### src/source/busPkg.sv
package busPkg;

    // Only the double has no unsigned form
    typedef enum logic [2:0] {
        ModeByte   = 3'd0,
        ModeByteU  = 3'd1,
        ModeHalf   = 3'd2,
        ModeHalfU  = 3'd3,
        ModeWord   = 3'd4,
        ModeWordU  = 3'd5,
        ModeDouble = 3'd6
    } MemMode;

    // Encoded as log2 of the byte count
    typedef enum logic [2:0] {
        SizeByte   = 3'd0,
        SizeHalf   = 3'd1,
        SizeWord   = 3'd2,
        SizeDouble = 3'd3
    } MemSize;

    typedef logic [7:0] Strobe;

    typedef union packed {
        logic [63:0]      raw;
        logic [7:0][7:0]  bytes;
        logic [3:0][15:0] halves;
        logic [1:0][31:0] words;
    } DataLanes;

    typedef struct packed {
        logic        valid;
        logic [63:0] addr;
        MemSize      size;
        Strobe       strobe;
        DataLanes    data;
    } DbusReq;

    typedef struct packed {
        logic     addrOk;
        logic     dataOk;
        DataLanes data;
    } DbusResp;

    localparam int BusOffsetBits = 3;
    localparam int RamDepthWords = 256;
    localparam int RamIndexBits = $clog2(RamDepthWords);
    localparam int RamWaitCycles = 2;
    localparam int RamWaitBits = $clog2(RamWaitCycles + 1);

endpackage

### src/source/pipePkg.sv
package pipePkg;

    typedef struct packed {
        logic           valid;
        logic [63:0]    instrAddr;
        logic [31:0]    instr;
        logic [63:0]    aluOut;
        logic [63:0]    rs2;
        logic [4:0]     wd;
        logic           isWriteBack;
        logic           isMemRead;
        logic           isMemWrite;
        busPkg::MemMode memMode;
        logic           isBranch;
        logic           isJump;
        logic           flagResult;
    } ExMemReg;

    typedef struct packed {
        logic        valid;
        logic [63:0] instrAddr;
        logic [31:0] instr;
        logic [63:0] aluOut;
        logic [63:0] memOut;
        logic [4:0]  wd;
        logic        isWriteBack;
        logic        isMemRead;
        logic        isBranch;
        logic        isJump;
        logic        branchAdopted;
    } MemWbReg;

    // Consumed by the forwarding muxes of earlier stages
    typedef struct packed {
        logic        valid;
        logic        isWb;
        logic [4:0]  wd;
        logic [63:0] wdData;
    } ForwardSource;

endpackage

### src/source/loadExtractor.sv
module loadExtractor (
    input  logic [63:0]      address,
    input  busPkg::DataLanes busData,
    input  busPkg::MemMode   memMode,
    output logic [63:0]      loadData
);
    import busPkg::*;

    logic [BusOffsetBits-1:0] offset;
    logic [7:0]               byteLane;
    logic [15:0]              halfLane;
    logic [31:0]              wordLane;

    assign offset = address[BusOffsetBits-1:0];

    // Addresses are size aligned, so the upper offset bits select the lane
    assign byteLane = busData.bytes[offset];
    assign halfLane = busData.halves[offset[2:1]];
    assign wordLane = busData.words[offset[2]];

    always_comb begin
        case (memMode)
            ModeByte: begin
                loadData = {{56{byteLane[7]}}, byteLane};
            end
            ModeByteU: begin
                loadData = {56'd0, byteLane};
            end
            ModeHalf: begin
                loadData = {{48{halfLane[15]}}, halfLane};
            end
            ModeHalfU: begin
                loadData = {48'd0, halfLane};
            end
            ModeWord: begin
                loadData = {{32{wordLane[31]}}, wordLane};
            end
            ModeWordU: begin
                loadData = {32'd0, wordLane};
            end
            default: begin
                loadData = busData.raw;
            end
        endcase
    end

endmodule

### src/source/memStage.sv
module memStage (
    input  logic                  clk,
    input  logic                  rst,
    input  pipePkg::ExMemReg      stageIn,
    input  logic                  advance,
    output pipePkg::MemWbReg      stageOut,
    output pipePkg::ForwardSource forward,
    output logic                  okToProceed,
    output busPkg::DbusReq        dbusReq,
    input  busPkg::DbusResp       dbusResp
);
    import busPkg::*;

    logic        started;
    logic        done;
    logic        memOp;
    logic        respSeen;
    DataLanes    respData;
    logic [63:0] fmtAddr;
    MemSize      fmtSize;
    Strobe       fmtStrobe;
    DataLanes    fmtData;
    logic [63:0] loadData;

    storeFormatter storeFormatter_i (
        .address   (stageIn.aluOut),
        .storeData (stageIn.rs2),
        .memMode   (stageIn.memMode),
        .busAddr   (fmtAddr),
        .size      (fmtSize),
        .strobe    (fmtStrobe),
        .busData   (fmtData)
    );

    loadExtractor loadExtractor_i (
        .address  (stageIn.aluOut),
        .busData  (respData),
        .memMode  (stageIn.memMode),
        .loadData (loadData)
    );

    assign memOp = stageIn.valid && (stageIn.isMemRead || stageIn.isMemWrite);
    assign respSeen = started && dbusReq.valid && dbusResp.addrOk && dbusResp.dataOk;

    // A memory instruction holds the pipeline until its response has been captured
    assign okToProceed = !memOp || done;

    assign forward.valid = stageIn.valid && (stageIn.wd != 5'd0);
    assign forward.isWb = stageIn.isWriteBack;
    assign forward.wd = stageIn.wd;
    assign forward.wdData = stageIn.isMemRead ? loadData : stageIn.aluOut;

    always_ff @(posedge clk or posedge rst) begin
        if (rst) begin
            stageOut <= '0;
            dbusReq <= '0;
            started <= 1'b0;
            done <= 1'b0;
        end else begin
            if (advance) begin
                stageOut <= '{
                    valid:         stageIn.valid,
                    instrAddr:     stageIn.instrAddr,
                    instr:         stageIn.instr,
                    aluOut:        stageIn.aluOut,
                    memOut:        loadData,
                    wd:            stageIn.wd,
                    isWriteBack:   stageIn.isWriteBack,
                    isMemRead:     stageIn.isMemRead,
                    isBranch:      stageIn.isBranch,
                    isJump:        stageIn.isJump,
                    branchAdopted: stageIn.flagResult
                };
                started <= 1'b0;
                done <= 1'b0;
            end
            if (respSeen) begin
                done <= 1'b1;
                dbusReq.valid <= 1'b0;
            end
            // One request per instruction; started stays set until the next advance
            if (memOp && !started) begin
                started <= 1'b1;
                dbusReq.valid <= 1'b1;
                dbusReq.addr <= fmtAddr;
                dbusReq.size <= fmtSize;
                dbusReq.strobe <= stageIn.isMemWrite ? fmtStrobe : '0;
                dbusReq.data <= fmtData;
            end
        end
    end

    always_ff @(posedge clk) begin
        if (respSeen) begin
            respData <= dbusResp.data;
        end
    end

endmodule

### src/source/storeFormatter.sv
module storeFormatter (
    input  logic [63:0]      address,
    input  logic [63:0]      storeData,
    input  busPkg::MemMode   memMode,
    output logic [63:0]      busAddr,
    output busPkg::MemSize   size,
    output busPkg::Strobe    strobe,
    output busPkg::DataLanes busData
);
    import busPkg::*;

    logic [BusOffsetBits-1:0] offset;

    assign offset = address[BusOffsetBits-1:0];

    // The slave sees whole bus words and picks bytes by strobe
    assign busAddr = {address[63:BusOffsetBits], {BusOffsetBits{1'b0}}};

    always_comb begin
        busData.raw = '0;
        strobe = '0;
        case (memMode)
            ModeByte, ModeByteU: begin
                size = SizeByte;
                busData.bytes[offset] = storeData[7:0];
                strobe[offset] = 1'b1;
            end
            ModeHalf, ModeHalfU: begin
                size = SizeHalf;
                busData.halves[offset[2:1]] = storeData[15:0];
                strobe = 8'h03 << {offset[2:1], 1'b0};
            end
            ModeWord, ModeWordU: begin
                size = SizeWord;
                busData.words[offset[2]] = storeData[31:0];
                strobe = 8'h0f << {offset[2], 2'b00};
            end
            default: begin
                size = SizeDouble;
                busData.raw = storeData;
                strobe = '1;
            end
        endcase
    end

endmodule

### config.mk
export PLATFORM = sky130hd
export DESIGN_NAME = memStage
export DESIGN_NICKNAME = d
export VERILOG_FILES = /design/src/source/busPkg.sv /design/src/source/pipePkg.sv /design/src/source/loadExtractor.sv /design/src/source/memStage.sv /design/src/source/storeFormatter.sv
export SDC_FILE = /design/constraint.sdc
export NUM_CORES = 1
export LEC_CHECK = 0
export ABC_AREA = 0
export BUFFER_PORTS_ARGS = -buffer_cell sky130_fd_sc_hd__buf_4
export CAP_MARGIN = 20
export CORE_AREA = 5 5 290 292
export DETAILED_ROUTE_END_ITERATION = 16
export DIE_AREA = 0 0 295 297
export GPL_TIMING_DRIVEN = 0
export PLACE_DENSITY = 0.55
export RECOVER_POWER = 25
export SYNTH_ARGS = -nofsm -noshare
export SYNTH_HDL_FRONTEND = slang
export SYNTH_SLANG_ARGS = --single-unit
export TNS_END_PERCENT = 100
### constraint.sdc
create_clock -name clk -period 19.5 [get_ports clk]
set_input_delay 1.95 -clock clk [delete_from_list [all_inputs] [get_ports clk]]
set_output_delay 1.95 -clock clk [all_outputs]
set_load 0.005 [all_outputs]
Word level (Yosys, flattened, before mapping)
Index checks and enable logic that the tools add are counted.
{"block": "totals", "latch_bits": 0, "mem_bits_rw": 0, "wordCells": 81, "register_bits": 438, "input_bits": 308, "n_memories": 0, "romBits": 0, "output_inout_bits": 447}
{"block": "op_classes", "addsub": 0, "n_reduce_logical": 21, "order_cmp": 6, "n_eq_ne": 5, "div": 0, "multipliers": 0, "muxes": 25, "bitwise": 3, "n_shift": 2}
{"op": "case mux 64 bit (6 select lines)", "n": 1}
{"op": "AND 64 bit", "n": 3}
{"op": "case mux 64 bit (3 select lines)", "n": 1}
{"op": "2-to-1 mux 140 bit", "n": 1}
{"op": "2-to-1 mux 32 bit", "n": 3}
{"op": "2-to-1 mux 64 bit", "n": 1}
{"op": "binary-select mux 16 bit (select 2 bit)", "n": 1}
{"op": "demux 16 bit (select 2 bit)", "n": 1}
{"op": "demux 32 bit (select 1 bit)", "n": 1}
{"op": "2-to-1 mux 16 bit", "n": 2}
{"op": "binary-select mux 8 bit (select 3 bit)", "n": 1}
{"op": "demux 8 bit (select 3 bit)", "n": 1}
{"op": "2-to-1 mux 8 bit", "n": 3}
{"op": "case mux 8 bit (3 select lines)", "n": 1}
{"op": "logical AND 1 bit", "n": 9}
{"op": "left shift 2 x 3 -> 8 bit, first input constant", "n": 1}
{"op": "left shift 4 x 3 -> 8 bit, first input constant", "n": 1}
{"op": "equality test 3 x 2 -> 1 bit, second input constant", "n": 2}
{"op": "equality test 3 bit, second input constant", "n": 2}
{"op": "case mux 2 bit (3 select lines)", "n": 1}
{"op": "nonzero test 2 bit", "n": 3}
{"op": "OR reduction 2 bit", "n": 3}
{"op": "2-to-1 mux 1 bit", "n": 5}
{"op": "nonzero test 5 bit", "n": 1}
{"op": "other kinds (11)", "n": 13}

Depth between registers and ports, before layout
{"block": "depth", "depth_word": 7, "ltp_mapped": 8}

Hierarchy
From an unflattened synthesis, not the netlist that was laid out.
{"block": "unflattened", "cells_unflattened": 1536, "area_unflattened_um2": 20983.9}
{"module": "memStage", "cells_per_inst": 967, "area_each_um2": 17105.2, "n_inst": 1}
{"module": "storeFormatter", "cells_per_inst": 293, "area_each_um2": 1974.4, "n_inst": 1}
{"module": "loadExtractor", "cells_per_inst": 276, "area_each_um2": 1904.3, "n_inst": 1}

Worst setup path after synthesis
Ideal clock, no wire load.
{"block": "synth_timing", "path_kind": "input -> output", "from": "input stageIn[78] in the netlist's numbering", "to": "output forward[36] in the netlist's numbering", "cell_stages": 7, "n_path_buf": 3, "arrival_time_ns": 3.139, "slack_ns": 14.411, "path_cell_list": "buf_2 mux2i_1 o22ai_1 o21ai_2 buf_6 buf_2 a41oi_2"}
{"element": "start, declared", "line_no": "memStage.sv:4", "text": "input pipePkg::ExMemReg stageIn,"}
{"element": "end, declared", "line_no": "memStage.sv:7", "text": "output pipePkg::ForwardSource forward,"}

==> reports/qor.txt <==
MIN PATH
---------------------------------------------------------------------------------
Class of the worst hold path                                           reg -> reg

WORST SETUP PATH
---------------------------------------------------------------------------------
CP max FO                                                                     124
Category of the worst setup path capture point                          async pin
Crit-path slowest cell                                                   clkbuf_1
Kind of launch point of the worst setup path                            input pin
CP required                                                              18.46 ns
CP bufs+invs                                                                    3
Data arrival time of the critical path                                    7.73 ns
WS Path Type                                                          in -> async
Crit-path leading delay family                                       buffers and inverters
Slowest stage delay, CP                                                   4.95 ns
Cell-by-cell trace of the critical path                              clkbuf_4, clkinvlp_2, clkbuf_1

LOGIC SYNTHESIS
---------------------------------------------------------------------------------
FFs w/ async S/R, synth                                                     85.4%
Area share of the leading cell type in the synthesized netlist              46.5%
Combinational family with the most area after synthesis              compound AO/OA/AOI/OAI gates
Top_reg_cell synth                                                        dfrtp_1
FF+latch count, synth                                                         437
Share of synthesized area occupied by flip-flops and latches                56.1%
Yosys warnings                                                                  0
Count of cell types in the netlist                                             59
Most common library cells after synthesis                            373 x dfrtp_1, 299 x nand2_1, 190 x mux2_2
Mapped Cells                                                                 1718
Number of enable flip-flop cells after synthesis                               64
Post-synthesis mux area share                                               12.0%
Synthesized-area fraction occupied by and/or/nand/nor cells                 11.7%
Top cells by area in the synthesized netlist                         dfrtp_1 47%, mux2_2 11%, edfxtp_1 9.6%, nand2_1 5.6%, a41oi_2 5.2%
Post-synthesis average cell area                                        11.7 um^2
Adder-Cell Fraction of Synth Area                                              0%
Cell area after synthesis                                             0.0201 mm^2
Compound-gate portion of the synthesized area                               15.5%
Xor/xnor cell area share of the yosys netlist                                  0%
Most instantiated library cell after synthesis                            dfrtp_1
Cell taking the most area after synthesis                                 dfrtp_1

CLOCKING
---------------------------------------------------------------------------------
PostCTS Resize Cnt                                                              0
Register clock-pin slew on the reported worst setup and hold paths        0.06 ns
Root buffer cell                                                        clkbuf_16
Inserted Clock Buffers                                                         53
TritonCTS clock tree                                                          yes
Number of sinks handled by clock tree synthesis                               437
CTS H-Tree Depth                                                                2
Number of setup buffers added after CTS                                         0
Largest buffer count on any clock path                                          3
Clock Latency Late Sink                                                   0.61 ns
Hold buffers post-CTS                                                           0

DETAILED ROUTING
---------------------------------------------------------------------------------
Wire per inst                                                             27.9 um
Detailed Route Iter0 Violations                                              1440
Remaining DRCs                                                                  0
Routed wire length                                                      102000 um
Detailed Routing Iterations Pass 1                                              7
Detailed-route via count                                                    18100
Final ANT Viol Nets                                                             0
Vias per Instance                                                            4.95

STATUS
---------------------------------------------------------------------------------
Result of the run                                                    complete, but fails checks
Failing checks                                                       max-capacitance violations, max-slew violations

FINAL LAYOUT
---------------------------------------------------------------------------------
Multi-input gate area                                                0.00789 mm^2
Area Growth Syn to Fin                                                      44.0%
Final net count                                                              2834
Post-layout instance area                                             0.0289 mm^2
Register area                                                         0.0113 mm^2
Total of fill cells in the finished design                                   8232
Fraction of layout instances using a drive strength above 1                 46.3%

STA
---------------------------------------------------------------------------------
Peak clock frequency supported by timing                                0.114 GHz
Total setup violations reported at the end of the flow                          0
RSZ-0062 raised after global routing                                        false
Clock tree skew after final layout                                      0.0271 ns
Final hold violation count                                                      0
Worst rel slew slack                                                        -372%
Fin crit period                                                           8.76 ns
Fin. max-slew vios                                                            248
Total Negative Setup Slacks                                                  0 ns
Final worst path period share                                               44.9%
Actual transition at the worst max-transition pin                         7.08 ns

FLOORPLANNING
---------------------------------------------------------------------------------
DIE AREA                                                              0.0876 mm^2
Starting utilization of the core area                                       24.7%
Floorplan die height                                                       297 um
Placement Rows                                                                105
Core Footprint                                                        0.0813 mm^2
I/O pin count                                                                 755
Die X-Extent                                                               295 um

GRT
---------------------------------------------------------------------------------
Maximum number of pins on one net before global-route repair                  125
Overall overflow remaining after global route                                   0
First-pass GRT wire length                                              143000 um
Via count of the first global-routing pass                                  18900
Initial antenna violation count                                                23
Global-route usage over all layers                                          22.2%

PLACED DESIGN
---------------------------------------------------------------------------------
Placer congestion estimate                                                  0.903
Total of buffers placed on input and output ports                             745
Post-detail-place hpwl                                                   81500 um
Placed Area                                                           0.0271 mm^2

POWER
---------------------------------------------------------------------------------
Largest voltage drop on the vdd net                                     0.0711 mV
P per Cell Area                                                      94.8 mW/mm^2
Static leakage power                                                    0.0128 uW

JOB
---------------------------------------------------------------------------------
Number of max-cap violations                                                    2

where the power goes:
group          total [uW]  leakage [uW]  switching, uW  internal (uW)
logic                 597       0.00688            301            296
clock network        1020      0.000871            417            606
registers            1120       0.00506           75.4           1040
total                2740        0.0128            793           1950
kinds of logic after synthesis:
kind of cell    count (synthesis)
buf+inv                       170
flops                         437
compound gates                345
mux                           214
simple gates                  551
other cells                     1
per-stage QoR:
| stage | power [uW] | worst slack (ns) | instances | hold WS [ns] | utilization (%) |
|---|---|---|---|---|---|
| CTS | 2780 | 13.12 | 3636 | 0.477 | 35.6 |
| global placement | 1730 | 2.63 | 3536 | 0.464 | 33.2 |
| finish | 2740 | 10.74 | 3655 | 0.470 | 35.5 |
| floorplan | 1340 | 7.19 | 1721 | 0.463 | - |
| detailed placement | 1740 | 13.13 | 3541 | 0.464 | 33.4 |
| global route | 2860 | 9.06 | 3647 | 0.501 | 35.5 |
routing by layer:
metal | GRT usage [%] | vias to the layer above | wire [um]
met5 | 0 | - | 34
met4 | 6.27 | 6 | 3130
met3 | 6.38 | 147 | 8590
met2 | 39.2 | 819 | 51700
met1 | 26.3 | 9254 | 38600
li1 | - | 7867 | -
cells in the final DEF, fill, tap and decap left out, types with 4 or more instances in the layout:
cell type  synthesis  final
nor2b_1            9      9
buf_2             51     51
clkbuf_8           0     11
o21ai_0           39     39
o21ai_1            9      9
o31ai_1            6      6
nand2b_1          23     23
a211oi_1           4      4
a21oi_1           28     28
a22o_1            17     17
edfxtp_1          64     64
mux2_2           190    190
a31oi_1           34     34
clkbuf_4           0     59
dfrtp_1          373    373
a21boi_0           4      4
clkinv_2           0      4
a41oi_2           64     64
and2_1            13     13
buf_4             18    698
nor2_1           170    169
o22ai_1           22     22
o2bb2ai_1          4      4
buf_6             20     20
a222oi_1          24     24
a221o_1            4      4
mux2i_1           21     21
conb_1             1      4
a32oi_1           10     10
diode_2            0     19
nand3b_1          12     12
nand4_1            9      9
clkbuf_1          64     88
a41oi_1           38     38
a221oi_1          20     20
nand2_1          299    299
inv_1             15     13
clkbuf_16          0     56
sequential cells by signal, indices dropped and copies added, names as in the netlist:
name	cells
stageOut	235
dbusReq	136
respData	64
done	1
started	1
worst min-delay path: stages (launching register included):
cell and delay, ns:
dfrtp_1 0.34, nand2_1 0.05, nand2_1 0.05
path summary, 6_finish.rpt:
path,depth (start not counted),startpoint,slack (ns),endpoint
setup / recovery,3,rst,10.74,stageOut[6]
hold / removal,2,dbusReq[136],0.47,dbusReq[136]
setup reg to reg,6,respData[47],17.21,stageOut[61]
hold reg to reg,2,dbusReq[136],0.47,dbusReq[136]
max in group clk,7,stageIn[79],13.14,forward[8]
min in group asynchronous,2,rst,1.50,stageOut[187]
final cells by class:
| type | instances | area share [%] |
|---|---|---|
| Inverter | 15 | 0.208 |
| Buffer | 155 | 3.03 |
| Antenna cell | 19 | 0.165 |
| Tap cell | 1070 | 4.63 |
| Multi-Input combinational cell | 1114 | 27.3 |
| Clock buffer | 83 | 5.58 |
| Sequential cell | 437 | 39.0 |
| Timing Repair Buffer | 750 | 19.5 |
| Clock inverter | 12 | 0.585 |
(Power assumes the default switching activity.)
